$ cat config.mk
export PLATFORM = sky130hd
export DESIGN_NAME = dma_resp_top
export DESIGN_NICKNAME = d
export VERILOG_FILES = /design/src/rtl/dma_pkg.sv /design/src/rtl/flit_stream_if.sv /design/src/rtl/dma_packet_buffer.sv /design/src/rtl/dma_resp_handler.sv /design/src/rtl/dma_done_table.sv /design/src/rtl/dma_resp_top.sv
export VERILOG_INCLUDE_DIRS = /design/src /design/src/rtl
export SDC_FILE = /design/constraint.sdc
export NUM_CORES = 1
export LEC_CHECK = 0
export BUFFER_PORTS_ARGS = -buffer_cell sky130_fd_sc_hd__buf_2
export CAP_MARGIN = 20
export CORE_ASPECT_RATIO = 0.5
export CORE_MARGIN = 3
export CORE_UTILIZATION = 50
export DETAILED_ROUTE_END_ITERATION = 16
export PLACE_DENSITY = 0.77
export SLEW_MARGIN = 20
export SYNTH_ARGS = -nofsm -noshare
export SYNTH_HDL_FRONTEND = slang
export SYNTH_HIERARCHICAL = 1
export SYNTH_SLANG_ARGS = --single-unit
$ cat constraint.sdc
create_clock -name clk -period 3.7 [get_ports clk]
set_clock_uncertainty 0.2 [all_clocks]
set_input_delay 0.37 -clock clk [delete_from_list [all_inputs] [get_ports clk]]
set_output_delay 0.37 -clock clk [all_outputs]
set_load 0.02 [all_outputs]
$ cat src/rtl/dma_defs.svh
// Sizes and type codes of the DMA response path, included by the package and every RTL file
`ifndef DMA_DEFS_SVH
`define DMA_DEFS_SVH

////////////////////////////////
// Flit format
////////////////////////////////

// Two type bits on top of one content word
`define DMA_FLIT_WIDTH 34
`define DMA_DATA_WIDTH 32

// Flit type codes, bits 33..32
`define DMA_FLIT_PAYLOAD 2'b00
`define DMA_FLIT_HEADER  2'b01
`define DMA_FLIT_LAST    2'b10
`define DMA_FLIT_SINGLE  2'b11

// Packet type codes in the header flit
`define DMA_PKT_L2R_RESP 2'b10
`define DMA_PKT_R2L_RESP 2'b11

////////////////////////////////
// Sizes
////////////////////////////////

// Request table entries and the id that selects one
`define DMA_TABLE_ENTRIES 4
`define DMA_ID_WIDTH      $clog2(`DMA_TABLE_ENTRIES)

// Packet buffer depth in flits, a power of two
`define DMA_BUF_DEPTH 16

// Wishbone burst tags and word step
`define DMA_WB_CTI_INCR  3'b010
`define DMA_WB_CTI_EOB   3'b111
`define DMA_WB_ADDR_STEP 32'd4

`endif

$ cat src/rtl/dma_pkg.sv
// Flit types shared by the buffer, the handler and the testbench; import where a type is used
`include "dma_defs.svh"

package dma_pkg;

  ////////////////////////////////
  // Flit type field
  ////////////////////////////////

  // Position of a flit inside its packet
  typedef enum logic [1:0] {
    PAYLOAD = `DMA_FLIT_PAYLOAD,
    HEADER  = `DMA_FLIT_HEADER,
    LAST    = `DMA_FLIT_LAST,
    SINGLE  = `DMA_FLIT_SINGLE
  } flit_type_e;

  ////////////////////////////////
  // Content word
  ////////////////////////////////

  // Header layout, MSB first
  typedef struct packed {
    // NoC routing, not used on receive
    logic [4:0]                                  dest;
    logic [2:0]                                  pkt_class;
    // L2R or R2L response
    logic [1:0]                                  pkt_type;
    // Marks the final packet of a transfer
    logic                                        resp_last;
    // Request table entry
    logic [`DMA_ID_WIDTH-1:0]                    id;
    logic [`DMA_DATA_WIDTH-11-`DMA_ID_WIDTH-1:0] rsvd;
  } flit_header_t;

  // Header flits decode as fields, all others as one plain word
  typedef union packed {
    flit_header_t               hdr;
    logic [`DMA_DATA_WIDTH-1:0] data;
  } flit_content_u;

  // Full flit as seen on the NoC
  typedef struct packed {
    flit_type_e    ftype;
    flit_content_u content;
  } flit_t;

endpackage

$ cat src/rtl/flit_stream_if.sv
// Buffered flit stream from the packet buffer to the response handler, valid/ready handshake
`timescale 1ns/1ns

interface flit_stream_if;

  // Head flit of the buffer
  dma_pkg::flit_t flit;
  // Head flit present
  logic           valid;
  // Consumer takes the head flit this cycle
  logic           ready;
  // Head flit ends its packet
  logic           last;

  // Buffer side
  modport src (
    output flit, valid, last,
    input  ready
  );

  // Handler side
  modport dst (
    input  flit, valid, last,
    output ready
  );

endinterface

$ cat src/rtl/dma_packet_buffer.sv
// First-word-fall-through flit FIFO between NoC input and response handler, flags packet ends
`timescale 1ns/1ns
`include "dma_defs.svh"

module dma_packet_buffer (
  input  logic           clk,
  input  logic           rst,

  // NoC side
  input  dma_pkg::flit_t in_flit_i,
  input  logic           in_valid_i,
  output logic           in_ready_o,

  // Handler side
  flit_stream_if.src     out
);

  import dma_pkg::*;

  localparam int unsigned PTR_W = $clog2(`DMA_BUF_DEPTH);

  ////////////////////////////////
  // Storage and pointers
  ////////////////////////////////

  // Flit slots, no reset needed
  flit_t            mem [`DMA_BUF_DEPTH];
  logic [PTR_W-1:0] wr_ptr;
  logic [PTR_W-1:0] rd_ptr;
  // One bit wider than the pointers to tell full from empty
  logic [PTR_W:0]   count;
  logic             push;
  logic             pop;

  // Back-pressure only when every slot is taken
  assign in_ready_o = (count != (PTR_W+1)'(`DMA_BUF_DEPTH));
  assign push       = in_valid_i & in_ready_o;
  assign pop        = out.valid & out.ready;

  ////////////////////////////////
  // Head flit
  ////////////////////////////////

  // Head slot drives the stream directly
  assign out.valid = (count != '0);
  assign out.flit  = mem[rd_ptr];
  // Packet end decided once here
  assign out.last  = (out.flit.ftype == LAST) || (out.flit.ftype == SINGLE);

  // Write port
  always_ff @(posedge clk) begin
    if (push) begin
      mem[wr_ptr] <= in_flit_i;
    end
  end

  // Pointers wrap naturally at the power-of-two depth
  always_ff @(posedge clk) begin
    if (rst) begin
      wr_ptr <= '0;
      rd_ptr <= '0;
      count  <= '0;
    end else begin
      if (push) begin
        wr_ptr <= wr_ptr + 1'b1;
      end
      if (pop) begin
        rd_ptr <= rd_ptr + 1'b1;
      end
      case ({push, pop})
        2'b10:   count <= count + 1'b1;
        2'b01:   count <= count - 1'b1;
        default: count <= count;
      endcase
    end
  end

endmodule

$ cat src/rtl/dma_resp_handler.sv
// Response decoder: marks L2R completions done and writes R2L data to memory as Wishbone bursts
`timescale 1ns/1ns
`include "dma_defs.svh"

module dma_resp_handler (
  input  logic                       clk,
  input  logic                       rst,

  // Buffered flits
  flit_stream_if.dst                 in,

  // Wishbone master, write only
  output logic [`DMA_DATA_WIDTH-1:0] wb_adr_o,
  output logic [`DMA_DATA_WIDTH-1:0] wb_dat_o,
  output logic [3:0]                 wb_sel_o,
  output logic                       wb_we_o,
  output logic                       wb_cyc_o,
  output logic                       wb_stb_o,
  output logic [2:0]                 wb_cti_o,
  output logic [1:0]                 wb_bte_o,
  input  logic                       wb_ack_i,

  // Done event to the done table
  output logic                       done_en_o,
  output logic [`DMA_ID_WIDTH-1:0]   done_pos_o
);

  import dma_pkg::*;

  // FSM states
  localparam logic [1:0] ST_IDLE     = 2'd0;
  localparam logic [1:0] ST_GET_SIZE = 2'd1;
  localparam logic [1:0] ST_GET_ADDR = 2'd2;
  localparam logic [1:0] ST_DATA     = 2'd3;

  logic [1:0]                 state_q;
  logic [1:0]                 state_d;
  // Write address of the current word
  logic [`DMA_DATA_WIDTH-1:0] addr_q;
  logic [`DMA_DATA_WIDTH-1:0] addr_d;
  // Id and response-last bit from the header
  logic [`DMA_ID_WIDTH-1:0]   id_q;
  logic [`DMA_ID_WIDTH-1:0]   id_d;
  logic                       resp_last_q;
  logic                       resp_last_d;
  // Head flit read as a header
  flit_header_t               hdr;
  // Current word acknowledged
  logic                       word_done;

  assign hdr = in.flit.content.hdr;

  ////////////////////////////////
  // Wishbone outputs
  ////////////////////////////////

  // Full words, linear bursts
  assign wb_sel_o = 4'hf;
  assign wb_bte_o = 2'b00;
  assign wb_adr_o = addr_q;
  // Data word comes straight off the buffer head
  assign wb_dat_o = in.flit.content.data;

  // Strobe only once a data flit sits at the head
  // Head stays put until popped, so adr and dat hold while stb waits
  assign wb_stb_o = (state_q == ST_DATA) & in.valid;
  assign wb_cyc_o = wb_stb_o;
  assign wb_we_o  = wb_stb_o;
  // End of burst on the packet's last flit
  assign wb_cti_o = in.last ? `DMA_WB_CTI_EOB : `DMA_WB_CTI_INCR;

  assign word_done = wb_stb_o & wb_ack_i;

  ////////////////////////////////
  // Next state
  ////////////////////////////////

  always_comb begin
    state_d     = state_q;
    addr_d      = addr_q;
    id_d        = id_q;
    resp_last_d = resp_last_q;
    in.ready    = 1'b0;
    done_en_o   = 1'b0;
    done_pos_o  = id_q;

    case (state_q)
      ST_IDLE: begin
        // Header taken as soon as it shows
        in.ready = 1'b1;
        if (in.valid) begin
          id_d        = hdr.id;
          resp_last_d = hdr.resp_last;
          if (hdr.pkt_type == `DMA_PKT_L2R_RESP) begin
            // Write completion, done right away
            done_en_o  = 1'b1;
            done_pos_o = hdr.id;
          end else if (hdr.pkt_type == `DMA_PKT_R2L_RESP) begin
            state_d = ST_GET_SIZE;
          end
          // Any other type is popped and dropped as a one-flit packet
        end
      end

      ST_GET_SIZE: begin
        // Burst length follows from the last flag, size word is skipped
        in.ready = 1'b1;
        if (in.valid) begin
          state_d = ST_GET_ADDR;
        end
      end

      ST_GET_ADDR: begin
        in.ready = 1'b1;
        if (in.valid) begin
          addr_d  = in.flit.content.data;
          state_d = ST_DATA;
        end
      end

      ST_DATA: begin
        // Pop exactly on the ack
        in.ready = word_done;
        if (word_done) begin
          addr_d = addr_q + `DMA_WB_ADDR_STEP;
          if (in.last) begin
            state_d = ST_IDLE;
            if (resp_last_q) begin
              done_en_o  = 1'b1;
              done_pos_o = id_q;
            end
          end
        end
      end

      default: begin
        state_d = ST_IDLE;
      end
    endcase
  end

  // FSM state
  always_ff @(posedge clk) begin
    if (rst) begin
      state_q <= ST_IDLE;
    end else begin
      state_q <= state_d;
    end
  end

  // Packet fields, loaded before use
  always_ff @(posedge clk) begin
    addr_q      <= addr_d;
    id_q        <= id_d;
    resp_last_q <= resp_last_d;
  end

endmodule

$ cat src/rtl/dma_done_table.sv
// Sticky done bits per request-table entry, cleared by software, with a level interrupt
`timescale 1ns/1ns
`include "dma_defs.svh"

module dma_done_table (
  input  logic                         clk,
  input  logic                         rst,

  // Done event from the handler
  input  logic                         done_en_i,
  input  logic [`DMA_ID_WIDTH-1:0]     done_pos_i,

  // Software clear by position
  input  logic                         clear_i,
  input  logic [`DMA_ID_WIDTH-1:0]     clear_pos_i,

  output logic [`DMA_TABLE_ENTRIES-1:0] done_o,
  output logic                         irq_o
);

  ////////////////////////////////
  // Done register
  ////////////////////////////////

  logic [`DMA_TABLE_ENTRIES-1:0] done_q;
  logic [`DMA_TABLE_ENTRIES-1:0] done_d;

  // Clear first, set after it, so set wins on the same entry
  always_comb begin
    done_d = done_q;
    if (clear_i) begin
      done_d[clear_pos_i] = 1'b0;
    end
    if (done_en_i) begin
      done_d[done_pos_i] = 1'b1;
    end
  end

  // irq follows the new bits at the same edge
  always_ff @(posedge clk) begin
    if (rst) begin
      done_q <= '0;
      irq_o  <= 1'b0;
    end else begin
      done_q <= done_d;
      irq_o  <= |done_d;
    end
  end

  assign done_o = done_q;

endmodule

$ cat src/rtl/dma_resp_top.sv
// Response receive path top: packet buffer, response handler and done table behind plain ports
`timescale 1ns/1ns
`include "dma_defs.svh"

module dma_resp_top (
  input  logic                          clk,
  input  logic                          rst,

  // NoC response input
  input  logic [`DMA_FLIT_WIDTH-1:0]    noc_in_flit_i,
  input  logic                          noc_in_valid_i,
  output logic                          noc_in_ready_o,

  // Wishbone master to local memory
  output logic [`DMA_DATA_WIDTH-1:0]    wb_adr_o,
  output logic [`DMA_DATA_WIDTH-1:0]    wb_dat_o,
  output logic [3:0]                    wb_sel_o,
  output logic                          wb_we_o,
  output logic                          wb_cyc_o,
  output logic                          wb_stb_o,
  output logic [2:0]                    wb_cti_o,
  output logic [1:0]                    wb_bte_o,
  input  logic                          wb_ack_i,

  // Done status and software clear
  input  logic                          done_clear_i,
  input  logic [`DMA_ID_WIDTH-1:0]      done_clear_pos_i,
  output logic [`DMA_TABLE_ENTRIES-1:0] done_o,
  output logic                          irq_o
);

  ////////////////////////////////
  // Internal links
  ////////////////////////////////

  // Buffer to handler
  flit_stream_if buf_stream ();

  // Handler to done table
  logic                     done_en;
  logic [`DMA_ID_WIDTH-1:0] done_pos;

  dma_packet_buffer dma_packet_buffer_i (
    .clk        (clk),
    .rst        (rst),
    .in_flit_i  (noc_in_flit_i),
    .in_valid_i (noc_in_valid_i),
    .in_ready_o (noc_in_ready_o),
    .out        (buf_stream)
  );

  dma_resp_handler dma_resp_handler_i (
    .clk        (clk),
    .rst        (rst),
    .in         (buf_stream),
    .wb_adr_o   (wb_adr_o),
    .wb_dat_o   (wb_dat_o),
    .wb_sel_o   (wb_sel_o),
    .wb_we_o    (wb_we_o),
    .wb_cyc_o   (wb_cyc_o),
    .wb_stb_o   (wb_stb_o),
    .wb_cti_o   (wb_cti_o),
    .wb_bte_o   (wb_bte_o),
    .wb_ack_i   (wb_ack_i),
    .done_en_o  (done_en),
    .done_pos_o (done_pos)
  );

  dma_done_table dma_done_table_i (
    .clk         (clk),
    .rst         (rst),
    .done_en_i   (done_en),
    .done_pos_i  (done_pos),
    .clear_i     (done_clear_i),
    .clear_pos_i (done_clear_pos_i),
    .done_o      (done_o),
    .irq_o       (irq_o)
  );

endmodule

==> results of run 1 <==
==> per-layer routing <==
layer,global-route usage (%),part of all wire (%),up-vias
met5,0,0,-
met2,36.3,51,704
li1,-,-,5293
met1,29.5,38,6530
met3,3.77,8.6,93
met4,6.70,2.7,0
==> stage by stage <==
step	util (%)	power, mW	cell area, um^2
finish	58.3	16.9	26800
global route	58.3	17.5	26800
CTS	58.2	16.8	26800
detailed placement	54.0	11.9	24800
global placement	54.0	11.7	24800
floorplan	-	11.0	23700
==> power breakdown <==
part	internal (mW)	leakage [nW]	switching [mW]
Clock	2.72	0.752	2.31
Sequential	7.67	5.28	0.273
Combinational	1.67	2.60	2.23
Total	12.1	8.64	4.81
==> final cells by class <==
type / instances / area, um^2 / area share [%]
inverter: 14 / 52.6 / 0.196
clock inverter: 27 / 193 / 0.719
sequential: 587 / 17400 / 64.9
multi-input combinational: 535 / 5740 / 21.4
clock buffer: 64 / 1350 / 5.03
timing repair buffer: 185 / 1280 / 4.76
tap: 627 / 785 / 2.93
==> flip-flops by register name (all words and copies together) (netlist names), 2 cells and up, named ones only <==
name                         cells
dma_resp_handler_i/wb_adr_o     32
dma_done_table_i/done_o          4
dma_resp_handler_i/state_q       2
dma_packet_buffer_i/count        5
dma_resp_handler_i/id_q          2
dma_packet_buffer_i/rd_ptr       4
dma_packet_buffer_i/mem        528
dma_packet_buffer_i/wr_ptr       4
==> repair_timing <==
item                       4_1_cts  5_1_grt
hold buffers                    38        0
setup endpoints to repair        0       12
gates resized for setup          0        1
hold endpoints to repair       532        0
setup buffers                    0        1
==> critical path, stage by stage, from the launching register on <==
cell	delay (ps)
dfxtp_4	580
buf_16	430
mux4_2	580
a22oi_1	230
nand2_1	200
buf_2	220
==> final timing paths <==
| kind | end | slack (ps) | start |
|---|---|---|---|
| setup / recovery | wb_dat_o[21] | 240 | flip-flop |
| hold / removal | dma_packet_buffer_i/wr_ptr[3] | 20 | noc_in_valid_i |
| setup reg to reg | dma_packet_buffer_i/count[4] | 320 | dma_packet_buffer_i/count[2] |
| hold reg to reg | dma_done_table_i/done_o[1] | 310 | dma_done_table_i/done_o[1] |
==> flow_summary.json, run 1 <==
{
  "grt_pass1_vias": 12933,
  "detail_route.wl_per_cell_um": 26.5,
  "clock-sinks": 587,
  "wl_um": 54100,
  "hold_viol": 0,
  "diodes": 0,
  "die-area_mm2": 0.0501,
  "most-common-layout-cells": "edfxtp_1, mux4_2, buf_2",
  "slew_headroom_pct": 31.6,
  "min_path_type": "in -> reg",
  "clockBufferDepth": 3,
  "place_inst": 1909,
  "crit_fanout": 60,
  "grt_overflow": 0,
  "cp.arrival_ps": 2890,
  "postRouteAntennaNets": 0,
  "preCtsSetupSlack_ps": 402,
  "fin_nets": 1429,
  "postSynthCellCount": 1242,
  "stdcell_count": 2039,
  "maxCapViolations": 0,
  "num_rows": 55,
  "rsz0062_at_grt": "false",
  "rr_worst_depth": 12,
  "p_leak_nw": 8.64,
  "cts-root-buf": "clkbuf_16",
  "ios": 123,
  "gp_congestion": 0.810,
  "die_h_um": 160,
  "areaGrowthSynthToFinish_pct": 13.3,
  "syn-cell-area_mm2": 0.0236,
  "drt_first_pass_iters": 8,
  "startpoint_type": "flip-flop",
  "path_class": "reg -> out",
  "route.detailed.drc": 0,
  "nFillCells": 3213,
  "drv_slew": 0,
  "cts_buffers": 51,
  "via_per_inst": 6.19,
  "setup_violations": 0,
  "die_w_um": 314,
  "status": "finished clean",
  "clkTransAtPathRegs_ps": 70,
  "grt_pass1_wl_um": 81800,
  "max_freq_mhz": 289,
  "finalCritPeriodShare_pct": 93.5,
  "dp_hpwl_um": 29000,
  "antenna_found_initial": 0,
  "cp.required_ps": 3130,
  "clk_latency_ps": 590,
  "cts_tree": "yes",
  "initial_core_util_pct": 51.4,
  "tightest_slew_ps": 1030,
  "mostFrequentLayoutCell": "edfxtp_1",
  "core_area_mm2": 0.0460,
  "grtUsageTotal_pct": 21.7,
  "drive_above_1_share_pct": 26.8,
  "syn_avg_cell_area_um2": 19.0,
  "ir_worst_vdd_v": 0.000370,
  "via_count": 12620,
  "tns_ps": 0,
  "fin_ws_ps": 240,
  "worst_hold_slack_ps": 22.0,
  "drtIter0Drc": 1669,
  "synth_warnings": 6,
  "min_path_cells": 4,
  "grt_max_degree": 64,
  "cts-htree-levels": 2,
  "power.density_mw_per_mm2": 630,
  "fin_crit_ps": 3460,
  "portBuffers": 114,
  "endpoint_kind": "output port"
}
Note: power is estimated with default switching activity, not from simulation.
==> run 2: changes to the inputs <==
--- a/config.mk
+++ b/config.mk
@@ -12,7 +12,7 @@
 export CORE_MARGIN = 3
 export CORE_UTILIZATION = 50
 export DETAILED_ROUTE_END_ITERATION = 16
-export PLACE_DENSITY = 0.77
+export PLACE_DENSITY = 0.74
 export SLEW_MARGIN = 20
 export SYNTH_ARGS = -nofsm -noshare
 export SYNTH_HDL_FRONTEND = slang
==> constraint.sdc (replaced) <==
create_clock -name clk -period 4.4 [get_ports clk]
set_clock_uncertainty 0.2 [all_clocks]
set_input_delay 0.44 -clock clk [delete_from_list [all_inputs] [get_ports clk]]
set_output_delay 0.44 -clock clk [all_outputs]
set_load 0.02 [all_outputs]
==> flow_summary.json, run 2 (synthesis results as in run 1) <==
{
  "drv_slew": 0,
  "num_rows": 55,
  "maxCapViolations": 0,
  "max_freq_mhz": 265,
  "die_w_um": 314,
  "rr_worst_depth": 11,
  "clock-sinks": 587,
  "worst_hold_slack_ps": 31.5,
  "detail_route.wl_per_cell_um": 26.9,
  "areaGrowthSynthToFinish_pct": 11.9,
  "core_area_mm2": 0.0460,
  "clk_latency_ps": 580,
  "grt_pass1_wl_um": 80500,
  "startpoint_type": "flip-flop",
  "endpoint_kind": "output port",
  "largest_register": "dma_packet_buffer_i/mem",
  "die-area_mm2": 0.0501,
  "cp_top_family": "flip-flops",
  "p_leak_nw": 8.54,
  "initial_core_util_pct": 51.4,
  "worst-path-buf-inv": 2,
  "grt_pass1_vias": 12602,
  "finalCritPeriodShare_pct": 85.9,
  "status": "finished clean",
  "most-common-layout-cells": "edfxtp_1, mux4_2, buf_2",
  "clockBufferDepth": 3,
  "largest_reg_flops": 528,
  "drive_above_1_share_pct": 27.9,
  "gp_congestion": 0.789,
  "ios": 123,
  "wl_um": 53700,
  "worst-path-stages": 5,
  "via_per_inst": 6.18,
  "antenna_found_initial": 1,
  "dp_hpwl_um": 31400,
  "cp.required_ps": 3760,
  "cts_buffers": 52,
  "min_path_type": "in -> reg",
  "grtUsageTotal_pct": 21.4,
  "postCtsHoldBufs": 0,
  "via_count": 12367,
  "finalPower_mw": 14.3,
  "fin_crit_ps": 3780,
  "crit_fanout": 58,
  "grt_max_degree": 64,
  "tightest_slew_ps": 1080,
  "cts-htree-levels": 2,
  "hold_viol": 0,
  "clkTransAtPathRegs_ps": 60,
  "cts-root-buf": "clkbuf_16",
  "grt_overflow": 0,
  "postRouteAntennaNets": 0,
  "post_cts_buffers": 0,
  "portBuffers": 114,
  "path_class": "reg -> out",
  "power.density_mw_per_mm2": 540,
  "ir_worst_vdd_v": 0.000347,
  "crit_path_cell_trace": "buf_12 -> mux4_2 -> a22oi_1 -> nand2_1 -> buf_2",
  "cp.arrival_ps": 3140,
  "rsz0062_at_grt": "false",
  "tns_ps": 0,
  "setup_violations": 0,
  "slew_headroom_pct": 28.2,
  "route.detailed.drc": 0,
  "critPathSlowestCell": "dfxtp_4",
  "post_cts_resize_count": 0,
  "min_path_cells": 1,
  "drtIter0Drc": 1726,
  "die_h_um": 160,
  "critPathMaxStageDelay_ps": 800,
  "mostFrequentLayoutCell": "edfxtp_1",
  "cts_tree": "yes",
  "nFillCells": 3311,
  "fin_nets": 1395,
  "drt_first_pass_iters": 5
}
[run 2: cell types whose count changed in the layout (fill, tap and decap cells not counted), sizes merged]
cell / change
buf: +3
clkbuf: +8
clkinv: -15
bufinv: +2
dlygate4sd3: -38
diode: +1
[run 2: worst register-to-register path, cell delays in order, from the launching register on]
cell and delay [ps]:
dfxtp_1 430, nor4_1 610, nand2_1 320, a21bo_2 330, o21ai_4 110, inv_1 70, ha_1 320, xor2_1 200
ha_1 250, o31ai_1 420, o22ai_1 150, nand4bb_1 220
[run 2: final cells by class]
class / count / area, um^2 / area share [%]
Sequential cell: 587 / 17400 / 65.7
Multi-Input combinational cell: 535 / 5710 / 21.6
Clock buffer: 72 / 1440 / 5.44
Timing Repair Buffer: 150 / 891 / 3.37
Tap cell: 627 / 785 / 2.97
Clock inverter: 14 / 181 / 0.686
Inverter: 14 / 52.6 / 0.199
Antenna cell: 1 / 2.50 / 0.00946
[run 2: path summary, 6_finish.rpt]
check | end | slack, ps | start
min | dma_packet_buffer_i/mem[1][28] | 30 | noc_in_flit_i[28]
max reg2reg | dma_packet_buffer_i/count[4] | 650 | dma_packet_buffer_i/count[2]
max | wb_dat_o[12] | 620 | flip-flop
min reg2reg | flip-flop | 340 | dma_packet_buffer_i/rd_ptr[2]
[run 2: stage by stage]
stage	util [%]	area (um^2)	setup WS (ps)	std cells
detailed placement	54.0	24800	851	1913
floorplan	-	23700	442	1247
CTS	57.6	26500	521	1999
global placement	54.0	24800	985	1913
global route	57.6	26500	413	2000
finish	57.6	26500	622	2000
[run 2: layer usage]
layer  GRT usage, %  wire length [um]  up-vias
met2           34.8             26400      659
met4           6.51              1490        0
met3           4.66              5140       90
met5              0                 0        -
li1               -                 -     5226
met1           29.3             20700     6392
[run 2: report_power, final]
| part | switching, mW | internal [mW] | leakage (nW) | total, mW |
|---|---|---|---|---|
| logic | 1.82 | 1.35 | 2.47 | 3.17 |
| clock network | 1.89 | 2.50 | 0.788 | 4.40 |
| registers | 0.268 | 6.45 | 5.28 | 6.72 |
==> run 3: changes to the inputs <==
--- a/config.mk
+++ b/config.mk
@@ -8,11 +8,12 @@
 export LEC_CHECK = 0
 export BUFFER_PORTS_ARGS = -buffer_cell sky130_fd_sc_hd__buf_2
 export CAP_MARGIN = 20
-export CORE_ASPECT_RATIO = 0.5
+export CELL_PAD_IN_SITES_DETAIL_PLACEMENT = 1
+export CELL_PAD_IN_SITES_GLOBAL_PLACEMENT = 2
 export CORE_MARGIN = 3
 export CORE_UTILIZATION = 50
 export DETAILED_ROUTE_END_ITERATION = 16
-export PLACE_DENSITY = 0.74
+export PLACE_DENSITY = 0.9
 export SLEW_MARGIN = 20
 export SYNTH_ARGS = -nofsm -noshare
 export SYNTH_HDL_FRONTEND = slang
==> flow_summary.json, run 3 (synthesis results as in run 1) <==
{
  "status": "finished clean",
  "preCtsSetupSlack_ps": 920,
  "die_h_um": 223,
  "mostFrequentLayoutCell": "edfxtp_1",
  "via_per_inst": 6.22,
  "grtUsageTotal_pct": 23.8,
  "grt_max_degree": 64,
  "rsz0062_at_grt": "false",
  "p_leak_nw": 8.78,
  "tightest_slew_ps": 1080,
  "grt_pass1_wl_um": 87700,
  "diodes": 0,
  "drive_above_1_share_pct": 28.1,
  "min_path_type": "in -> reg",
  "grt_overflow": 0,
  "tns_ps": 0,
  "fin_crit_ps": 3850,
  "largest_register": "dma_packet_buffer_i/mem",
  "via_count": 12624,
  "worst_hold_slack_ps": 35.1,
  "clock-sinks": 587,
  "rr_worst_depth": 12,
  "drv_slew": 0,
  "most-common-layout-cells": "edfxtp_1, mux4_2, buf_2",
  "cts-htree-levels": 2,
  "portBuffers": 114,
  "endpoint_kind": "output port",
  "clk_latency_ps": 620,
  "gp_congestion": 0.748,
  "postRouteAntennaNets": 0,
  "ir_worst_vdd_v": 0.000378,
  "ios": 123,
  "crit_path_end": "wb_dat_o[21]",
  "hold_viol": 0,
  "grt_pass1_vias": 13590,
  "drt_first_pass_iters": 5,
  "die-area_mm2": 0.0499,
  "setup_violations": 0,
  "regToRegStartpoint": "dma_packet_buffer_i/count[2]",
  "drtIter0Drc": 1407,
  "r2r_slack_ps": 920,
  "clockBufferDepth": 3,
  "nFillCells": 4112,
  "clkTransAtPathRegs_ps": 60,
  "cts_buffers": 59,
  "path_class": "reg -> out",
  "die_w_um": 223,
  "power.density_mw_per_mm2": 552,
  "num_rows": 79,
  "crit_fanout": 31,
  "cts_tree": "yes",
  "slew_headroom_pct": 28.0,
  "fin_nets": 1429,
  "cp.required_ps": 3760,
  "multiInputGateArea_mm2": 0.00572,
  "wl_um": 58600,
  "areaGrowthSynthToFinish_pct": 14.1,
  "maxCapViolations": 0,
  "max_freq_mhz": 260,
  "antenna_found_initial": 1,
  "rr_endpoint": "dma_packet_buffer_i/count[4]",
  "core_area_mm2": 0.0467,
  "dp_hpwl_um": 33700,
  "detail_route.wl_per_cell_um": 28.9,
  "initial_core_util_pct": 50.7,
  "cp.arrival_ps": 3210,
  "post_cts_resize_count": 0,
  "postLayoutCellArea_mm2": 0.0270,
  "fin_ws_ps": 549,
  "route.detailed.drc": 0,
  "place_area_mm2": 0.0247,
  "seq_area_mm2": 0.0174,
  "startpoint_type": "flip-flop",
  "cts-root-buf": "clkbuf_16",
  "finalCritPeriodShare_pct": 87.5,
  "largest_reg_flops": 528
}
-- run 3: layout make-up --
type,instances,share of cell area (%)
Clock buffer,68,5.68
Multi-Input combinational cell,535,21.2
Timing Repair Buffer,177,4.27
Sequential cell,587,64.5
Clock inverter,41,1.36
Inverter,14,0.195
Tap cell,607,2.82
-- run 3: worst min path at each step --
stage	endpoint	cells after the start	start
floorplan	flip-flop	2	dma_packet_buffer_i/rd_ptr[2]
global placement	dma_done_table_i/done_o[3]	2	dma_done_table_i/done_o[3]
detailed placement	dma_done_table_i/done_o[3]	2	dma_done_table_i/done_o[3]
CTS	dma_done_table_i/done_o[3]	4	done_clear_i
global route	dma_packet_buffer_i/mem[9][19]	1	noc_in_flit_i[19]
finish	dma_packet_buffer_i/mem[10][19]	1	noc_in_flit_i[19]
-- run 3: power by group --
part           total [mW]  internal, mW  switching (mW)
sequential           6.73          6.46           0.279
combinational        3.22          1.36            1.86
clock                4.94          2.84            2.10
-- run 3: worst max-delay path, cell delays in order (launching register included) --
cell and delay, ps:
dfxtp_4 800, buf_4 520, mux4_2 560, a22oi_1 220, nand2_1 250, buf_2 240
-- run 3: routing by layer --
layer	up-vias	global-route usage, %	share of wire (%)	wire [um]
met4	2	8.83	3.3	1950
li1	5299	-	-	-
met2	612	39.4	50	29100
met1	6591	31.8	39	22700
met5	-	0	0.012	7
met3	120	4.78	8.3	4890
-- run 3: stage by stage --
stage	utilization, %	cells	power (mW)
final	57.8	2029	14.9
after global routing	57.8	2029	15.5
after CTS	57.8	2029	15.0
after detailed placement	53.0	1887	10.1
after global placement	53.0	1887	9.92
after floorplan	-	1247	9.27
-- run 3: repair_timing --
| action | CTS | global route |
|---|---|---|
| endpoints found under the hold margin | 460 | 0 |
| setup buffers | 0 | 0 |
| hold buffers | 33 | 0 |
